$ cat config.mk
export PLATFORM = sky130hd
export DESIGN_NAME = cd_dma_sys
export DESIGN_NICKNAME = d
export VERILOG_FILES = /design/src/logic/cd_dma_pkg.sv /design/src/logic/host_bus_decode.sv /design/src/logic/cd_ctrl_regs.sv /design/src/logic/dma_sequencer.sv /design/src/logic/upload_router.sv /design/src/logic/cd_dma_sys.sv
export VERILOG_INCLUDE_DIRS = /design/src /design/src/include
export SDC_FILE = /design/constraint.sdc
export NUM_CORES = 1
export LEC_CHECK = 0
export BUFFER_PORTS_ARGS = -buffer_cell sky130_fd_sc_hd__buf_2
export CELL_PAD_IN_SITES_DETAIL_PLACEMENT = 0
export CELL_PAD_IN_SITES_GLOBAL_PLACEMENT = 2
export CORE_UTILIZATION = 39
export DETAILED_ROUTE_END_ITERATION = 6
export GPL_TIMING_DRIVEN = 1
export PLACE_DENSITY = 0.8
export SLEW_MARGIN = 20
export SYNTH_ARGS = -nofsm -noshare
export SYNTH_HDL_FRONTEND = slang
export SYNTH_SLANG_ARGS = --single-unit
$ cat constraint.sdc
create_clock -name clk_sys -period 6.4 [get_ports clk_sys]
set_clock_uncertainty 0.05 [all_clocks]
set_input_delay 0.32 -clock clk_sys [delete_from_list [all_inputs] [get_ports clk_sys]]
set_output_delay 0.32 -clock clk_sys [all_outputs]
set_load 0.1 [all_outputs]
$ cat src/include/cd_dma_consts.svh
// Register window, register offsets and DMA microcodes
// Access wait counts, upload zone and area codes
`ifndef CD_DMA_CONSTS_SVH
`define CD_DMA_CONSTS_SVH

// ====================
// Address decode
`define CD_REG_WINDOW      15'h7F80   // Word address bits [22:8], byte FF0000-FF01FF
`define CD_UPLOAD_ZONE     4'hE       // Top nibble of the byte address

// Offsets are {page, byte offset in page}, always word aligned
`define REG_DMA_START      9'h060     // FF0061, low byte lane only
`define REG_DMA_ADDR_A_HI  9'h064     // FF0064
`define REG_DMA_ADDR_A_LO  9'h066     // FF0066
`define REG_DMA_ADDR_B_HI  9'h068     // FF0068
`define REG_DMA_ADDR_B_LO  9'h06A     // FF006A
`define REG_DMA_VALUE      9'h06C     // FF006C, high half of fill value
`define REG_DMA_COUNT_HI   9'h070     // FF0070
`define REG_DMA_COUNT_LO   9'h072     // FF0072
`define REG_DMA_UCODE0     9'h07E     // FF007E
`define REG_TR_AREA        9'h104     // FF0105
`define REG_MAP_SPR        9'h120     // FF0121
`define REG_MAP_PCM        9'h122     // FF0123
`define REG_MAP_Z80        9'h126     // FF0127
`define REG_MAP_FIX        9'h128     // FF0129
`define REG_UNMAP_SPR      9'h140     // FF0141
`define REG_UNMAP_PCM      9'h142     // FF0143
`define REG_UNMAP_Z80      9'h146     // FF0147
`define REG_UNMAP_FIX      9'h148     // FF0149

// ====================
// Microcode word 0 and timing
`define UCODE_WORD_COPY    16'hFE6D
`define UCODE_WORD_FILL    16'hFFCD
`define DMA_WAIT_READ      8'd20      // Minimum cycles per read
`define DMA_WAIT_WRITE     8'd20      // Minimum cycles per write

`define AREA_SPR           3'd0
`define AREA_PCM           3'd1
`define AREA_Z80           3'd4
`define AREA_FIX           3'd5

`endif

$ cat src/logic/cd_dma_pkg.sv
// Shared types of the CD DMA block
// Vector typedefs, mode and state enums, bus and config structs
package cd_dma_pkg;

	typedef logic [23:0] addr24_t;    // Byte address
	typedef logic [22:0] hw_addr_t;   // Host word address, A23..A1
	typedef logic [18:0] tr_addr_t;   // Upload word address, A19..A1
	typedef logic [15:0] word_t;
	typedef logic [23:0] count_t;     // Word count
	typedef logic [2:0]  area_t;
	typedef logic [8:0]  reg_off_t;   // {page, byte offset}

	typedef enum logic
	{
		DMA_COPY_WORD,
		DMA_FILL_WORD
	} dma_mode_e;

	typedef enum logic [2:0]
	{
		IDLE,
		REQ,          // Assert bus request
		WAIT_GRANT,
		WAIT_IDLE,    // Wait for last host cycle to end
		LOOP,
		READ,
		WRITE,
		WRITE_DONE
	} dma_state_e;

	// Host pins as seen by the block
	typedef struct packed
	{
		hw_addr_t addr;
		word_t    data;
		logic     rw;
		logic     nas;
		logic     nlds;
		logic     nuds;
		logic     ndtack;
	} host_bus_t;

	typedef struct packed
	{
		logic     valid;   // One cycle
		reg_off_t offset;
		logic [1:0] lanes; // {nuds, nlds}
		word_t    data;
	} reg_write_t;

	typedef struct packed
	{
		dma_mode_e mode;
		addr24_t   addr_a;
		addr24_t   addr_b;
		word_t     value;
		count_t    count;
	} dma_cfg_t;

	typedef struct packed
	{
		logic spr;
		logic pcm;
		logic z80;
		logic fix;
	} map_flags_t;

endpackage

$ cat src/logic/host_bus_decode.sv
// Host bus front end
// Data strobe edge detect, register write pulse, upload write capture
`include "cd_dma_consts.svh"

module host_bus_decode
	import cd_dma_pkg::*;
(
	input  logic       clk_sys,
	input  logic       nRESET,
	input  logic       cpu_clk_en,
	input  logic       sys_is_cd,
	input  host_bus_t  bus,
	output reg_write_t reg_wr,
	output word_t      tr_wr_data,
	output tr_addr_t   tr_wr_addr
);

	logic     nlds_prev;
	logic     nuds_prev;
	logic     strobe_fall;
	logic     in_window;
	logic     in_zone;
	logic     wr_valid;
	reg_off_t wr_offset;
	logic [1:0] wr_lanes;
	word_t    wr_data;

	// Either byte lane going active starts an access
	assign strobe_fall = sys_is_cd & ((nlds_prev & ~bus.nlds) | (nuds_prev & ~bus.nuds));
	assign in_window   = (bus.addr[22:8] == `CD_REG_WINDOW);
	assign in_zone     = (bus.addr[22:19] == `CD_UPLOAD_ZONE);

	// ====================
	// Edge history and write pulse
	always_ff @(posedge clk_sys or negedge nRESET)
	begin
		if (!nRESET)
		begin
			nlds_prev <= 1'b1;
			nuds_prev <= 1'b1;
			wr_valid  <= 1'b0;
		end
		else
		begin
			wr_valid <= 1'b0;   // Pulse only
			if (cpu_clk_en)
			begin
				nlds_prev <= bus.nlds;
				nuds_prev <= bus.nuds;
				if (strobe_fall & ~bus.rw & in_window)
					wr_valid <= 1'b1;
			end
		end
	end

	// Payload, captured alongside the pulse
	always_ff @(posedge clk_sys)
	begin
		if (cpu_clk_en & strobe_fall & ~bus.rw)
		begin
			wr_offset <= {bus.addr[7:0], 1'b0};   // Page bit is A8
			wr_lanes  <= {bus.nuds, bus.nlds};
			wr_data   <= bus.data;
			if (in_zone)
			begin
				// Host upload write, kept for the memory side
				tr_wr_data <= bus.data;
				tr_wr_addr <= bus.addr[18:0];
			end
		end
	end

	assign reg_wr = '{valid: wr_valid, offset: wr_offset, lanes: wr_lanes, data: wr_data};

endmodule

$ cat src/logic/cd_ctrl_regs.sv
// DMA setup registers and microcode check
// Upload area select, map flags, start pulse
`include "cd_dma_consts.svh"

module cd_ctrl_regs
	import cd_dma_pkg::*;
(
	input  logic       clk_sys,
	input  logic       nRESET,
	input  reg_write_t reg_wr,
	output dma_cfg_t   cfg,
	output logic       dma_start,
	output area_t      tr_area,
	output map_flags_t map
);

	addr24_t   addr_a;
	addr24_t   addr_b;
	word_t     value;
	count_t    count;
	word_t     ucode0;
	dma_mode_e mode;
	logic      start_wr;
	logic      ucode_copy;
	logic      ucode_fill;

	// Start bit is D6 of the low byte at FF0061
	assign start_wr   = reg_wr.valid & (reg_wr.offset == `REG_DMA_START) &
		(reg_wr.lanes == 2'b10) & reg_wr.data[6];
	assign ucode_copy = (ucode0 == `UCODE_WORD_COPY);
	assign ucode_fill = (ucode0 == `UCODE_WORD_FILL);

	// ====================
	// Setup registers
	always_ff @(posedge clk_sys)
	begin
		if (reg_wr.valid)
		begin
			casez ({reg_wr.offset, reg_wr.lanes})
				{`REG_DMA_ADDR_A_HI, 2'b00}: addr_a[23:16] <= reg_wr.data[7:0];
				{`REG_DMA_ADDR_A_LO, 2'b00}: addr_a[15:0]  <= reg_wr.data;
				{`REG_DMA_ADDR_B_HI, 2'b00}: addr_b[23:16] <= reg_wr.data[7:0];
				{`REG_DMA_ADDR_B_LO, 2'b00}: addr_b[15:0]  <= reg_wr.data;
				{`REG_DMA_VALUE,     2'b00}: value         <= reg_wr.data;
				{`REG_DMA_COUNT_HI,  2'b00}: count[23:16]  <= reg_wr.data[7:0];   // Top byte only
				{`REG_DMA_COUNT_LO,  2'b00}: count[15:0]   <= reg_wr.data;
				{`REG_DMA_UCODE0,    2'b00}: ucode0        <= reg_wr.data;
				default: ;
			endcase
		end
		// Mode follows the microcode seen at start time
		if (start_wr & ucode_copy)
			mode <= DMA_COPY_WORD;
		else if (start_wr & ucode_fill)
			mode <= DMA_FILL_WORD;
	end

	// ====================
	// Area, map flags, start
	always_ff @(posedge clk_sys or negedge nRESET)
	begin
		if (!nRESET)
		begin
			tr_area   <= `AREA_SPR;
			map       <= '0;
			dma_start <= 1'b0;
		end
		else
		begin
			dma_start <= start_wr & (ucode_copy | ucode_fill);   // Unknown code ignored
			if (reg_wr.valid)
			begin
				casez ({reg_wr.offset, reg_wr.lanes})
					{`REG_TR_AREA,   2'b?0}: tr_area <= reg_wr.data[2:0];
					{`REG_MAP_SPR,   2'b?0}: map.spr <= 1'b1;
					{`REG_MAP_PCM,   2'b?0}: map.pcm <= 1'b1;
					{`REG_MAP_Z80,   2'b?0}: map.z80 <= 1'b1;
					{`REG_MAP_FIX,   2'b?0}: map.fix <= 1'b1;
					{`REG_UNMAP_SPR, 2'b?0}: map.spr <= 1'b0;
					{`REG_UNMAP_PCM, 2'b?0}: map.pcm <= 1'b0;
					{`REG_UNMAP_Z80, 2'b?0}: map.z80 <= 1'b0;
					{`REG_UNMAP_FIX, 2'b?0}: map.fix <= 1'b0;
					default: ;
				endcase
			end
		end
	end

	assign cfg = '{mode: mode, addr_a: addr_a, addr_b: addr_b, value: value, count: count};

endmodule

$ cat src/logic/dma_sequencer.sv
// DMA engine
// Host bus request and grant sequence
// Word copy and word fill FSM with minimum wait timer
`include "cd_dma_consts.svh"

module dma_sequencer
	import cd_dma_pkg::*;
(
	input  logic     clk_sys,
	input  logic     nRESET,
	input  dma_cfg_t cfg,
	input  logic     dma_start,
	input  logic     nbg,
	input  logic     nas,
	input  logic     ndtack,
	input  logic     sdram_busy,
	input  word_t    dma_data_in,
	output logic     nbr,
	output logic     nbgack,
	output logic     dma_running,
	output logic     dma_rd,
	output logic     dma_wr,
	output addr24_t  dma_addr_in,
	output addr24_t  dma_addr_out,
	output word_t    dma_data_out
);

	dma_state_e state;
	dma_mode_e  mode_q;
	logic [7:0] wait_cnt;
	count_t     count_run;
	logic       step;

	// Advance only once the minimum wait is over and memory is free
	assign step = ~sdram_busy & (wait_cnt == 8'd0);

	// ====================
	// Control FSM
	always_ff @(posedge clk_sys or negedge nRESET)
	begin
		if (!nRESET)
		begin
			state       <= IDLE;
			nbr         <= 1'b1;
			nbgack      <= 1'b1;
			dma_running <= 1'b0;
			dma_rd      <= 1'b0;
			dma_wr      <= 1'b0;
			wait_cnt    <= 8'd0;
		end
		else
		begin
			if (wait_cnt != 8'd0)
				wait_cnt <= wait_cnt - 1'b1;   // Ticks even when memory busy

			if (state == IDLE)
			begin
				if (dma_start)
				begin
					state       <= REQ;
					dma_running <= 1'b1;
				end
			end
			else if (step)
			begin
				case (state)
					REQ:
					begin
						nbr   <= 1'b0;
						state <= WAIT_GRANT;
					end
					WAIT_GRANT:
						if (!nbg)
							state <= WAIT_IDLE;
					WAIT_IDLE:
						if (nas & ndtack)   // Host cycle finished
						begin
							nbr    <= 1'b1;
							nbgack <= 1'b0;
							state  <= LOOP;
						end
					LOOP:
						if (count_run == '0)
						begin
							nbgack      <= 1'b1;   // Hand the bus back
							dma_running <= 1'b0;
							state       <= IDLE;
						end
						else if (mode_q == DMA_COPY_WORD)
						begin
							dma_rd   <= 1'b1;
							wait_cnt <= `DMA_WAIT_READ;
							state    <= READ;
						end
						else
						begin
							dma_wr   <= 1'b1;
							wait_cnt <= `DMA_WAIT_WRITE;
							state    <= WRITE;
						end
					READ:
					begin
						dma_rd   <= 1'b0;
						dma_wr   <= 1'b1;
						wait_cnt <= `DMA_WAIT_WRITE;
						state    <= WRITE;
					end
					WRITE:
					begin
						dma_wr <= 1'b0;
						state  <= WRITE_DONE;
					end
					WRITE_DONE:
						state <= LOOP;   // Count and addresses settled
					default:
						state <= IDLE;
				endcase
			end
		end
	end

	// ====================
	// Addresses, data and word count
	always_ff @(posedge clk_sys)
	begin
		if ((state == IDLE) & dma_start)
		begin
			mode_q       <= cfg.mode;
			count_run    <= cfg.count;
			dma_addr_in  <= cfg.addr_a;
			dma_data_out <= cfg.value;   // Fill value, replaced by reads in copy
			if (cfg.mode == DMA_FILL_WORD)
				dma_addr_out <= cfg.addr_a;
			else
				dma_addr_out <= cfg.addr_b;
		end
		else if (step)
		begin
			case (state)
				READ:
					dma_data_out <= dma_data_in;   // Read data at end of wait
				WRITE:
				begin
					dma_addr_out <= dma_addr_out + 24'd2;
					if (mode_q == DMA_COPY_WORD)
						dma_addr_in <= dma_addr_in + 24'd2;
					count_run <= count_run - 1'b1;
				end
				default: ;
			endcase
		end
	end

endmodule

$ cat src/logic/upload_router.sv
// Upload zone router
// E-zone select from DMA or host, per-area read and write strobes
`include "cd_dma_consts.svh"

module upload_router
	import cd_dma_pkg::*;
(
	input  host_bus_t  bus,
	input  logic       dma_running,
	input  logic       dma_rd,
	input  logic       dma_wr,
	input  addr24_t    dma_addr_out,
	input  area_t      tr_area,
	input  map_flags_t map,
	output logic       tr_wr_spr,
	output logic       tr_wr_pcm,
	output logic       tr_wr_z80,
	output logic       tr_wr_fix,
	output logic       tr_rd_spr,
	output logic       tr_rd_z80,
	output logic       tr_rd_fix
);

	logic tr_zone;
	logic host_strobe;
	logic zone_rd;
	logic zone_wr;
	logic sel_spr;
	logic sel_pcm;
	logic sel_z80;
	logic sel_fix;

	// DMA owns the address while running
	assign tr_zone = dma_running ? (dma_addr_out[23:20] == `CD_UPLOAD_ZONE)
		: (bus.addr[22:19] == `CD_UPLOAD_ZONE);

	assign host_strobe = ~(bus.nlds & bus.nuds);   // Any lane active
	assign zone_rd = tr_zone & (dma_running ? dma_rd : (bus.rw & host_strobe));
	assign zone_wr = tr_zone & (dma_running ? dma_wr : (~bus.rw & host_strobe));

	// Area selected and mapped in
	assign sel_spr = (tr_area == `AREA_SPR) & map.spr;
	assign sel_pcm = (tr_area == `AREA_PCM) & map.pcm;
	assign sel_z80 = (tr_area == `AREA_Z80) & map.z80;
	assign sel_fix = (tr_area == `AREA_FIX) & map.fix;

	assign tr_wr_spr = zone_wr & sel_spr;
	assign tr_wr_pcm = zone_wr & sel_pcm;
	assign tr_wr_z80 = zone_wr & sel_z80;
	assign tr_wr_fix = zone_wr & sel_fix;

	assign tr_rd_spr = zone_rd & sel_spr;   // No PCM readback
	assign tr_rd_z80 = zone_rd & sel_z80;
	assign tr_rd_fix = zone_rd & sel_fix;

endmodule

$ cat src/logic/cd_dma_sys.sv
// CD DMA block top level
// Host decode, setup registers, DMA engine, upload router
module cd_dma_sys
	import cd_dma_pkg::*;
(
	input  logic     clk_sys,
	input  logic     nRESET,
	input  logic     cpu_clk_en,
	input  logic     sys_is_cd,
	input  hw_addr_t m68k_addr,
	input  word_t    m68k_data,
	input  logic     m68k_rw,
	input  logic     nas,
	input  logic     nlds,
	input  logic     nuds,
	input  logic     ndtack,
	input  logic     nbg,
	input  logic     sdram_busy,
	input  word_t    dma_data_in,
	output logic     nbr,
	output logic     nbgack,
	output logic     dma_running,
	output logic     dma_rd,
	output logic     dma_wr,
	output addr24_t  dma_addr_in,
	output addr24_t  dma_addr_out,
	output word_t    dma_data_out,
	output logic     tr_wr_spr,
	output logic     tr_wr_pcm,
	output logic     tr_wr_z80,
	output logic     tr_wr_fix,
	output logic     tr_rd_spr,
	output logic     tr_rd_z80,
	output logic     tr_rd_fix,
	output word_t    tr_wr_data,
	output tr_addr_t tr_wr_addr
);

	host_bus_t  host_bus;
	reg_write_t reg_wr;
	dma_cfg_t   cfg;
	logic       dma_start;
	area_t      tr_area;
	map_flags_t map;

	assign host_bus = '{addr: m68k_addr, data: m68k_data, rw: m68k_rw, nas: nas,
		nlds: nlds, nuds: nuds, ndtack: ndtack};

	host_bus_decode i_decode (
		.clk_sys, .nRESET, .cpu_clk_en, .sys_is_cd,
		.bus(host_bus), .reg_wr, .tr_wr_data, .tr_wr_addr
	);

	cd_ctrl_regs i_regs (
		.clk_sys, .nRESET, .reg_wr, .cfg, .dma_start, .tr_area, .map
	);

	dma_sequencer i_seq (
		.clk_sys, .nRESET, .cfg, .dma_start, .nbg, .nas, .ndtack, .sdram_busy,
		.dma_data_in, .nbr, .nbgack, .dma_running, .dma_rd, .dma_wr,
		.dma_addr_in, .dma_addr_out, .dma_data_out
	);

	upload_router i_router (
		.bus(host_bus), .dma_running, .dma_rd, .dma_wr, .dma_addr_out, .tr_area, .map,
		.tr_wr_spr, .tr_wr_pcm, .tr_wr_z80, .tr_wr_fix,
		.tr_rd_spr, .tr_rd_z80, .tr_rd_fix
	);

endmodule

# Word-level counts from Yosys, hierarchy flattened
# Index checks and enable logic that the tools add are counted.
[word_totals] output_inout_bits=111 n_memories=0 register_bits=282 rom_bits=0 word_cells=216 in_bits=66 latchBits=0 ramBits=0
[op_classes] shift=0 eq_ne=43 order_cmp=0 bitwise=40 n_reduce_logical=42 n_div=0 mux=52 add_sub_neg=4 n_mul=0
[op_table] cell="$mux 24" count=11
[op_table] cell="$eq 9x9->1 const B" count=9
[op_table] cell="$eq 10x8->1 const B" count=8
[op_table] cell="$add 24x2->24 const B" count=2
[op_table] cell="$mux 16" count=3
[op_table] cell="$and 1x1->1" count=32
[op_table] cell="$eq 16x16->1 const B" count=2
[op_table] cell="$mux 8" count=4
[op_table] cell="$reduce_and 2->1" count=16
[op_table] cell="$reduce_bool 2->1" count=13
[op_table] cell="$logic_not 24->1" count=1
[op_table] cell="$sub 24x1->24 const B" count=1
[op_table] cell="$pmux 3 s7" count=1
[op_table] cell="$eq 3x3->1 const B" count=6
[op_table] cell="$mux 3" count=6
[op_table] cell="$mux 1" count=17
[op_table] cell="$pmux 8 s2" count=1
[op_table] cell="$eq 15x15->1 const B" count=1
[op_table] cell="$reduce_and 5->1" count=3
[op_table] cell="$pmux 1 s2" count=7
[op_table] cell="$reduce_and 4->1" count=3
[op_table] cell="$eq 4x4->1 const B" count=2
[op_table] cell="$eq 8x6->1 const B" count=1
[op_table] cell="$logic_not 8->1" count=1
[op_table] cell="other kinds (16)" count=30

# Depth between registers and ports, before layout
# Gate-level depths: netlist of the first run.
[depth] word_depth=8 depth_mapped=9 mapped_depth_nobuf=7

# By module
# A second synthesis of the first run with hierarchy kept.
[hier_totals] cells_unflattened=886 hier_area_um2=11865.1
[by_module_without_submodules] module="dma_sequencer" area_each_um2=5920.7 cells_each=605 seq_area_each_um2=3075.4 instances=1
[by_module_without_submodules] module="cd_ctrl_regs" area_each_um2=3758.6 cells_each=179 seq_area_each_um2=3343.2 instances=1
[by_module_without_submodules] module="host_bus_decode" area_each_um2=2039.5 cells_each=81 seq_area_each_um2=1909.3 instances=1
[by_module_without_submodules] module="upload_router" area_each_um2=146.4 cells_each=21 seq_area_each_um2=0.0 instances=1

# Worst setup path before layout of the first run
# OpenSTA, ideal clock, no wires.
[synth_timing] path_type="flip-flop to output port" start="reg i_seq.dma_addr_out[21]" end="out tr_wr_spr" slack_ps=1528 path_buffers=0 t_required_ps=6030 arrival_ps=4502 stages_incl_launch_ff=5 path_cell_list="edfxtp_1 > nand2_1 > nor3_1 > a21oi_1 > nor4bb_1"
[synth_between] elab_chain_cells=4
[synth_rtl] element="start: declaration" line="dma_sequencer.sv:24" rtl="output addr24_t dma_addr_out,"
[synth_rtl] element="start signal: assignment" line="dma_sequencer.sv:133" rtl="dma_addr_out <= cfg.addr_a;"
[synth_rtl] element="start signal: assignment" line="dma_sequencer.sv:135" rtl="dma_addr_out <= cfg.addr_b;"
[synth_rtl] element="start signal: assignment" line="dma_sequencer.sv:144" rtl="dma_addr_out <= dma_addr_out + 24'd2;"
[synth_rtl] element="$eq 4x4->1 (no line)"
[synth_rtl] element="$mux 1" line="upload_router.sv:34" rtl="assign tr_zone = dma_running ? (dma_addr_out[23:20] == `CD_UPLOAD_ZONE)"
[synth_rtl] element="$and 1x1->1" line="upload_router.sv:39" rtl="assign zone_wr = tr_zone & (dma_running ? dma_wr : (~bus.rw & host_strobe));"
[synth_rtl] element="$and 1x1->1" line="upload_router.sv:47" rtl="assign tr_wr_spr = zone_wr & sel_spr;"
[synth_rtl] element="end: declaration" line="cd_dma_sys.sv:28" rtl="output logic tr_wr_spr,"
# No other way between the ends.

# Worst setup path after layout of the first run
[layout_timing] start="reg i_seq.dma_running" end="out tr_wr_spr"
[layout_between] elab_chain_cells=3 elab_cells_between_ends=4 classes_between="mux (2); bitwise (2)"
[layout_rtl] element="start: declaration" line="dma_sequencer.sv:20" rtl="output logic dma_running,"
[layout_rtl] element="start signal: assignment" line="dma_sequencer.sv:46" rtl="dma_running <= 1'b0;"
[layout_rtl] element="start signal: assignment" line="dma_sequencer.sv:61" rtl="dma_running <= 1'b1;"
[layout_rtl] element="start signal: assignment" line="dma_sequencer.sv:86" rtl="dma_running <= 1'b0;"
[layout_rtl] element="$mux 1, on equally long branches" line="upload_router.sv:34, upload_router.sv:39"
[layout_rtl] element="$and 1x1->1 (*)" line="upload_router.sv:39"
[layout_rtl] element="$and 1x1->1 (*)" line="upload_router.sv:47"
# Mark *: on every way between the ends. The rest lies on a longest branch, timed or not.

==> results of run 1 <==
## final cells by class
cell class	count	area, um^2
Clock inverter	22	235.2
Timing Repair Buffer	241	1506
Tap cell	390	488.0
Sequential cell	282	8328
Inverter	16	60.06
Multi-Input combinational cell	556	3273
Clock buffer	34	775.7
Fill cell	2693	14970
## cell usage in the layout, fill, tap and decap left out, types with 5 or more instances in the layout
cell	n
nor4_1	10
dlygate4sd3_1	55
buf_2	176
buf_4	10
o21ai_0	55
and3_1	7
inv_1	15
a21oi_1	31
nor2_1	59
nor3_1	21
xnor2_1	37
a31oi_1	6
nand4_1	18
or3_1	9
nor2b_1	20
mux2i_1	9
clkinv_2	9
xor2_1	29
ha_1	5
clkbuf_16	30
dfrtp_1	23
clkinvlp_4	5
edfxtp_1	254
nand3_1	15
mux2_2	5
a211oi_1	17
nand4b_1	5
nand2_1	138
## stage by stage
step / area (um^2) / setup WS, ns / std cells / power (uW)
floorplan: 11750 / 1.529 / 885 / 2260
global placement: 13100 / 3.454 / 1430 / 2330
detailed placement: 13100 / 3.366 / 1430 / 2334
CTS: 14660 / 3.252 / 1541 / 4112
global route: 14670 / 2.976 / 1541 / 4209
finish: 14670 / 3.230 / 1541 / 4077
## worst max-delay path, cell delays in order, from the launching register on
cell      delay [ns]
dfrtp_1         0.49
nand2_1         0.09
nor3_1          0.50
a21oi_1         0.25
nor4bb_1        0.41
buf_2           0.51
## state kept, by name (all words and copies together) (netlist names), 2 cells and up
name,count
i_decode.wr_data,16
i_regs.ucode0,16
i_decode.wr_lanes,2
i_regs.tr_area,3
i_regs.value,16
i_seq.dma_addr_in,24
i_seq.count_run,24
i_decode.wr_offset,8
i_regs.count,24
i_regs.addr_a,24
i_seq.dma_addr_out,24
i_regs.map,4
i_seq.wait_cnt,8
i_regs.addr_b,24
i_decode.tr_wr_addr,19
i_seq.state,3
i_decode.tr_wr_data,16
i_seq.dma_data_out,16
## final timing paths
| path | endpoint | slack [ns] | depth (start not counted) |
|---|---|---|---|
| setup / recovery | tr_wr_spr | 3.23 | 5 |
| hold / removal | i_decode.wr_valid$_DFF_PN0_ | 0.05 | 3 |
| setup reg to reg | i_seq.dma_data_out[2]$_DFFE_PP_ | 3.39 | 7 |
| hold reg to reg | i_seq.nbgack$_DFFE_PN1P_ | 0.44 | 2 |
| max in group asynchronous | i_seq.state[1]$_DFFE_PN0P_ | 5.60 | 2 |
| min in group asynchronous | i_regs.map[2]$_DFFE_PN0P_ | 0.28 | 2 |
## logic make-up after synthesis
kind of cell             after synthesis
flip-flops                           282
adder cells (fa/ha/maj)                5
multiplexers                          14
buffers and inverters                 47
AO/OA/AOI/OAI                        128
AND/OR/NAND/NOR                      343
XOR/XNOR                              66
## report_power, final
part / switching [uW] / internal (uW) / total (uW)
sequential: 51.9 / 2040 / 2090
clock: 720 / 1040 / 1760
combinational: 132 / 98.5 / 231
## layer usage
| metal | wire length (um) | vias up | track usage |
|---|---|---|---|
| li1 | - | 3768 | - |
| met1 | 12410 | 3689 | 0.2460 |
| met5 | 0 | - | 0 |
| met3 | 1681 | 39 | 0.03485 |
| met2 | 12930 | 206 | 0.2973 |
| met4 | 455 | 0 | 0.03949 |
## timing repair
item                                   CTS  global route
endpoints found under the hold margin  103             0
buffers inserted                         0             0
hold buffers                            55             0
## synthesized netlist by cell type, types with 3 or more instances
| cell | count |
|---|---|
| edfxtp_1 | 254 |
| nand2_1 | 138 |
| nor2_1 | 62 |
| o21ai_0 | 55 |
| xnor2_1 | 37 |
| a21oi_1 | 32 |
| xor2_1 | 29 |
| clkbuf_1 | 26 |
| dfrtp_1 | 23 |
| nor3_1 | 23 |
| nor2b_1 | 21 |
| nand4_1 | 18 |
| a211oi_1 | 17 |
| inv_1 | 16 |
| nand3_1 | 15 |
| nor4_1 | 10 |
| mux2i_1 | 9 |
| or3_1 | 9 |
| and3_1 | 7 |
| a31oi_1 | 6 |
| ha_1 | 5 |
| mux2_2 | 5 |
| nand4b_1 | 5 |
| dfstp_2 | 4 |
| nand3b_1 | 4 |
| nor3b_1 | 4 |
| o41ai_1 | 4 |
| and4_1 | 3 |
| buf_1 | 3 |
| nand2b_1 | 3 |
==> impl_metrics.ini, run 1 <==
[route]
vias_per_cell = 4.998
drt_iter0_drc = 497
via_count = 7702
first_pass_iters = 4
ant_nets = 0
drt_wl_total_um = 27480
drc = 0
post_drt_wl_per_cell_um = 17.83

[logic_synthesis]
synth_compound_area_frac = 0.06399
yosys.area.top_type = edfxtp_1
synth_simple_gate_area_frac = 0.1446
synthCells = 885
synth.avg_cell_area_um2 = 13.28
synth.area.top_cells = edfxtp_1 (65%), dfrtp_1 (4.9%), nand2_1 (4.4%), xnor2_1 (2.8%), o21ai_0 (2.3%)
synth-xor-area-share = 0.04919
synth_edf_count = 254
synth_area_um2 = 11750
ys_warn_count = 0
ys.flop_type = edfxtp_1
synth_fa_ha_area_frac = 0.005324
async_flop_share = 0.09574
netlist.area_leader.share = 0.6491
synth_cell_type_count = 60
synth_top_family_by_area = simple AND/OR/NAND/NOR gates
syn_nets = 956
ys_seq_area_frac = 0.7087
synth_mux_area_frac = 0.01246
synth_seq_cells = 282

[setup_path]
worstSetupPathType = flop to primary output
end_kind = primary output
worstSetupStartpointType = flop
critPathLaunch = i_seq.dma_running$_DFFE_PN0P_
r2r_start = i_seq.wait_cnt[0]$_DFF_PN0_
cp.arrival_ns = 2.80
path_max_fanout = 5
critPathRequiredTime_ns = 6.03

[place]
port_buffers = 176
dp_hpwl_um = 18200
place_congestion = 0.7548

[clock_network]
cts_inserted_buffers = 30
clock_latency_ns = 0.55
cts_root_buffer = clkbuf_16
cts_tree = done
htreeDepth = 1
clockBufferDepth = 3
cts.sinks = 282
post_cts_resized = 0
path_clk_slew_ns = 0.06

[power]
power.density_nw_per_um2 = 278.0
irDropWorstVdd_mv = 0.2175
p_leak_uw = 0.005187

[sta]
grt_setup_unrepaired = false
max_freq_mhz = 315.4
tns_ns = 0
hold_viol_final = 0
slew_headroom = 0.3342
post-route-period-util = 0.4954
min_period_ns = 3.170
tightestPinTransition_ns = 0.9977
slew_viol_final = 0
holdWs_ns = 0.04596
finalSetupViolations = 0

[min_path]
holdCritStartpoint = m68k_addr[20]
min_path_type = primary input to flop

[floorplanning]
start_util = 0.3965
die_area_um2 = 30830
core_region_area_um2 = 29640
core.rowCount = 63
io_pins = 177
die_w_um = 175.6
die_h_um = 175.6

[global_route]
track_usage = 0.1800
first_global_vias = 7821
overflow = 0
grt_pass1_wl_um = 42880
grt_max_degree = 70
antenna_found_initial = 0

[finish]
syn_to_final_growth_pct = 24.81
layout-drive-gt1-share = 0.2294
layout.nets = 1198
num_antenna_cells = 0
final_core_util = 0.4949

[run_status]
status = finished, final reports clean

[flow_run]
maxCapViolations = 0
No activity file was read; power rests on OpenSTA's default activity.
==> run 2: changes to the inputs <==
--- a/config.mk
+++ b/config.mk
@@ -9,10 +9,10 @@
 export BUFFER_PORTS_ARGS = -buffer_cell sky130_fd_sc_hd__buf_2
 export CELL_PAD_IN_SITES_DETAIL_PLACEMENT = 0
 export CELL_PAD_IN_SITES_GLOBAL_PLACEMENT = 2
-export CORE_UTILIZATION = 39
+export CORE_UTILIZATION = 35
 export DETAILED_ROUTE_END_ITERATION = 6
 export GPL_TIMING_DRIVEN = 1
-export PLACE_DENSITY = 0.8
+export PLACE_DENSITY = 0.76
 export SLEW_MARGIN = 20
 export SYNTH_ARGS = -nofsm -noshare
 export SYNTH_HDL_FRONTEND = slang
==> constraint.sdc (replaced) <==
create_clock -name clk_sys -period 2.86 [get_ports clk_sys]
set_clock_uncertainty 0.05 [all_clocks]
set_input_delay 0.143 -clock clk_sys [delete_from_list [all_inputs] [get_ports clk_sys]]
set_output_delay 0.143 -clock clk_sys [all_outputs]
set_load 0.1 [all_outputs]
==> run 2 against run 1 <==
Sequential power grew 120%. Via count grew 0.53%. Cell area grew 2.6%. Worst hold slack gained 0.0052 ns. Clock-buffer cell count shrank 1. Clock power grew 140%.
==> impl_metrics.ini, run 2 (synthesized netlist as in run 1, its figures left out) <==
[run_status]
status = finished, final reports clean

[finish]
final_common_cell = edfxtp_1
final_core_util = 0.4591
num_antenna_cells = 0
syn_to_final_growth_pct = 28.09
layout.nets = 1220
seq_area_um2 = 8328
final_cell_area_um2 = 15050
fillers = 2985
layout-drive-gt1-share = 0.2428
layout_common_cells = edfxtp_1 (254), buf_2 (176), nand2_1 (138)
fin_cells = 1616
multi_input_area_um2 = 3307

[floorplanning]
core.rowCount = 66
die_h_um = 185.2
die_area_um2 = 34310
io_pins = 177
core_region_area_um2 = 32780
die_w_um = 185.2
start_util = 0.3584

[setup_path]
worstSetupStartpointType = flop
rrSetupSlack_ns = 0.25
crit_end = tr_wr_spr
path_max_fanout = 4
critPathRequiredTime_ns = 2.67
critPathLaunch = i_seq.dma_addr_out[21]$_DFFE_PP_
r2r_start = i_seq.count_run[0]$_DFFE_PP_
rr_worst_depth = 7
worstSetupPathType = flop to primary output
r2r-end = i_seq.state[2]$_DFFE_PN0P_
end_kind = primary output
cp.arrival_ns = 2.46

[route]
via_count = 7743
vias_per_cell = 4.791
post_drt_wl_per_cell_um = 17.40
ant_nets = 0
drt_wl_total_um = 28110
first_pass_iters = 5
drt_iter0_drc = 522
drc = 0

[global_route]
track_usage = 0.1663
first_global_vias = 7754
overflow = 0
grt_pass1_wl_um = 43810
grt_max_degree = 111
antenna_found_initial = 0

[sta]
holdWs_ns = 0.05112
grt_setup_unrepaired = false
hold_viol_final = 0
slew_headroom = 0.5701
finalSetupViolations = 0
max_freq_mhz = 376.5
tightestPinTransition_ns = 0.6449
min_period_ns = 2.656
slew_viol_final = 0
post-route-period-util = 0.9286

[clock_network]
post_cts_buffers = 0
path_clk_slew_ns = 0.06
clockBufferDepth = 3
cts.sinks = 282
htreeDepth = 1
clock_latency_ns = 0.56
cts_inserted_buffers = 31
cts_root_buffer = clkbuf_16
cts_tree = done

[place]
dpl_cell_area_um2 = 13360
placed_cells = 1497
dp_hpwl_um = 18640
place_congestion = 0.7431
port_buffers = 176

[flow_run]
maxCapViolations = 0

[power]
p_leak_uw = 0.005318
power.density_nw_per_um2 = 622.3
irDropWorstVdd_mv = 0.4171
total_power_uw = 9367

[min_path]
min_path_type = primary input to flop
## run 2: cell type report
| class | count | area share |
|---|---|---|
| clock buffer | 33 | 0.05204 |
| clock inverter | 25 | 0.01937 |
| timing repair buffer | 262 | 0.1149 |
| tap | 442 | 0.03674 |
| multi-input combinational | 556 | 0.2197 |
| inverter | 16 | 0.003990 |
| sequential | 282 | 0.5533 |
## run 2: repair_timing
item / CTS / global route
endpoints found under the setup margin: 0 / 4
resized for setup: 0 / 2
hold buffers: 61 / 0
hold endpoints to repair: 109 / 0
## run 2: stage by stage
step | setup WS, ns | setup TNS, ns
finish | 0.2043 | 0
detailed placement | 0.1365 | 0
global route | 0.02110 | 0
CTS | 0.1142 | 0
floorplan | -0.1354 | -0.4061
global placement | 0.2064 | 0
## run 2: where the power goes
part,internal [uW],switching [uW],total (uW)
Clock,2460,1690,4150
Sequential,4560,114,4670
Combinational,240,301,541
Total,7260,2110,9370
## run 2: critical path, stage by stage, from the launching register on
cell	delay, ns
edfxtp_1	0.47
nand2_1	0.15
nor3_2	0.34
a21oi_2	0.16
nor4bb_4	0.30
buf_2	0.47
## run 2: how the worst min path moves through the flow
stage,end,cells past startpoint,start,slack [ns]
final,i_seq.nbgack$_DFFE_PN1P_,5,nas,0.05
after global routing,i_seq.nbgack$_DFFE_PN1P_,5,nas,0.09
after CTS,i_seq.nbgack$_DFFE_PN1P_,5,nas,0.03
after detailed placement,i_decode.wr_valid$_DFF_PN0_,1,nRESET,0.15
after global placement,i_regs.map[2]$_DFFE_PN0P_,1,nRESET,0.15
after floorplan,i_decode.wr_valid$_DFF_PN0_,0,nRESET,-0.20
## run 2: metal layers
layer,wire [um],global-route usage,vias up
met3,1225,0.02536,33
met2,13470,0.2724,190
met4,479,0.03702,0
met1,12930,0.2322,3717
met5,0,0,-
li1,-,-,3803
==> run 3: changes to the inputs <==
--- a/config.mk
+++ b/config.mk
@@ -6,11 +6,12 @@
 export SDC_FILE = /design/constraint.sdc
 export NUM_CORES = 1
 export LEC_CHECK = 0
-export BUFFER_PORTS_ARGS = -buffer_cell sky130_fd_sc_hd__buf_2
+export ABC_CLOCK_PERIOD_IN_PS = 2860
 export CELL_PAD_IN_SITES_DETAIL_PLACEMENT = 0
 export CELL_PAD_IN_SITES_GLOBAL_PLACEMENT = 2
-export CORE_UTILIZATION = 35
+export CORE_UTILIZATION = 39
 export DETAILED_ROUTE_END_ITERATION = 6
+export DONT_BUFFER_PORTS = 1
 export GPL_TIMING_DRIVEN = 1
 export PLACE_DENSITY = 0.76
 export SLEW_MARGIN = 20
==> run 3 against run 2 <==
Non-clock buffer count is 117 lower. Cell area is 2.9% lower. Register-to-register slack hardly changed. Worst hold slack better by 0.0074 ns. Clock-buffer cell count is 2 lower. First-iteration DRC count is 20% lower. Power is 2.1% lower. Critical path type unchanged. Cell count is 11% lower. Global-route usage is 1.3 points higher. Sequential power hardly changed.
==> impl_metrics.ini, run 3 (synthesized netlist as in run 1, its figures left out) <==
[floorplanning]
io_pins = 177
die_h_um = 175.6
die_w_um = 175.6
core_region_area_um2 = 29640
die_area_um2 = 30830
core.rowCount = 63
start_util = 0.3965

[sta]
max_freq_mhz = 376.2
worst_slack_ns = 0.2019
tightestPinTransition_ns = 0.9669
hold_viol_final = 0
slew_headroom = 0.3568
slew_viol_final = 0
min_period_ns = 2.658
finalSetupViolations = 0
grt_setup_unrepaired = false
post-route-period-util = 0.9294

[global_route]
grt_pass1_wl_um = 42470
met1_usage = 0.2419
met2_usage = 0.2986
overflow = 0
grt_max_degree = 111
track_usage = 0.1789
antenna_found_initial = 0
grt_busiest_layer = met2
grt_use_met3 = 0.03615
first_global_vias = 7491

[setup_path]
path_max_fanout = 4
critPathRequiredTime_ns = 2.67
end_kind = primary output
r2r_start = i_seq.count_run[0]$_DFFE_PP_
rrSetupSlack_ns = 0.26
critPathLaunch = i_seq.dma_running$_DFFE_PN0P_
rr_worst_depth = 7
worstSetupStartpointType = flop
crit_end = tr_wr_spr
worstSetupPathType = flop to primary output
cp.arrival_ns = 2.47
r2r-end = i_seq.state[2]$_DFFE_PN0P_

[min_path]
min_path_type = primary input to flop

[route]
vias_per_cell = 5.089
ant_nets = 0
post_drt_wl_per_cell_um = 18.98
drc = 0
first_pass_iters = 5
drt_iter0_drc = 418
via_count = 7343
drt_wl_total_um = 27380

[place]
place_congestion = 0.7825
post-place-ws_ns = 0.1444
port_buffers = 0
dpl_cell_area_um2 = 12900
placed_cells = 1323
dp_hpwl_um = 18160

[clock_network]
post_cts_buffers = 0
clockBufferDepth = 3
cts_inserted_buffers = 29
cts_tree = done
clock_latency_ns = 0.56
htreeDepth = 1
path_clk_slew_ns = 0.07
cts.sinks = 282
cts_root_buffer = clkbuf_16

[power]
irDropWorstVdd_mv = 0.4283
power.density_nw_per_um2 = 627.4
p_leak_uw = 0.004915

[finish]
layout.nets = 1101
layout-drive-gt1-share = 0.1576
final_cell_area_um2 = 14610
fillers = 2647
fin_cells = 1443
syn_to_final_growth_pct = 24.35
num_antenna_cells = 0
final_common_cell = edfxtp_1
layout_common_cells = edfxtp_1 (254), nand2_1 (138), buf_4 (69)

[flow_run]
maxCapViolations = 0

[run_status]
status = finished, final reports clean
run 3: worst min path at each step:
stage	startpoint	end	slack (ns)	cells past startpoint
6_report	nbg	i_seq.state[0]$_DFFE_PN0P_	0.06	5
2_1_floorplan	nRESET	i_decode.wr_valid$_DFF_PN0_	-0.20	0
5_1_grt	nRESET	i_decode.nuds_prev$_DFFE_PN1P_	0.09	2
4_1_cts	nbg	i_seq.state[0]$_DFFE_PN0P_	0.05	5
3_5_place_dp	nRESET	i_decode.wr_valid$_DFF_PN0_	-0.20	0
3_3_place_gp	nRESET	i_regs.tr_area[1]$_DFFE_PN0P_	-0.20	0
run 3: critical path, cell delays in order, from the launching register on:
cell	delay, ns
dfrtp_1	0.44
buf_4	0.27
nor2_1	0.11
o21ai_0	0.11
nor3_1	0.21
a21oi_2	0.13
nor4bb_4	0.42
buf_12	0.22
run 3: layer usage:
| layer | part of all wire | vias to the layer above | routed length (um) |
|---|---|---|---|
| met2 | 0.48 | 225 | 13130 |
| met4 | 0.015 | 0 | 409 |
| met3 | 0.065 | 35 | 1769 |
| li1 | - | 3565 | - |
| met1 | 0.44 | 3518 | 12070 |
| met5 | 0 | - | 0 |
run 3: power breakdown:
group | internal [uW] | switching, uW | leakage (uW)
logic | 223 | 292 | 0.00188
registers | 4560 | 117 | 0.00256
clock network | 2280 | 1690 | 0.000476
run 3: metrics by stage:
stage / util / hold slack, ns / TNS, ns / power [uW]
6_report: 0.4930 / 0.05852 / 0 / 9168
5_1_grt: 0.4930 / 0.09223 / 0 / 9467
4_1_cts: 0.4929 / 0.05429 / 0 / 9250
3_5_place_dp: 0.4354 / -0.2009 / 0 / 5189
3_3_place_gp: 0.4354 / -0.2010 / 0 / 5182
2_1_floorplan: - / -0.2026 / -0.4061 / 5061
run 3: timing repair:
| item | CTS | global route |
|---|---|---|
| gates resized for setup | 0 | 1 |
| hold buffers | 66 | 0 |
| endpoints found under the hold margin | 141 | 0 |
| setup endpoints to repair | 0 | 4 |
run 3: area by class of cell:
class	count	area, um^2	area share
flip-flops and latches	282	8328	0.5699
repair buffers	145	1399	0.09573
well taps	390	488.0	0.03339
clock inverters	23	290.3	0.01986
multi-input cells	556	3314	0.2268
clock buffers	31	733.2	0.05018
inverters	16	60.06	0.004110
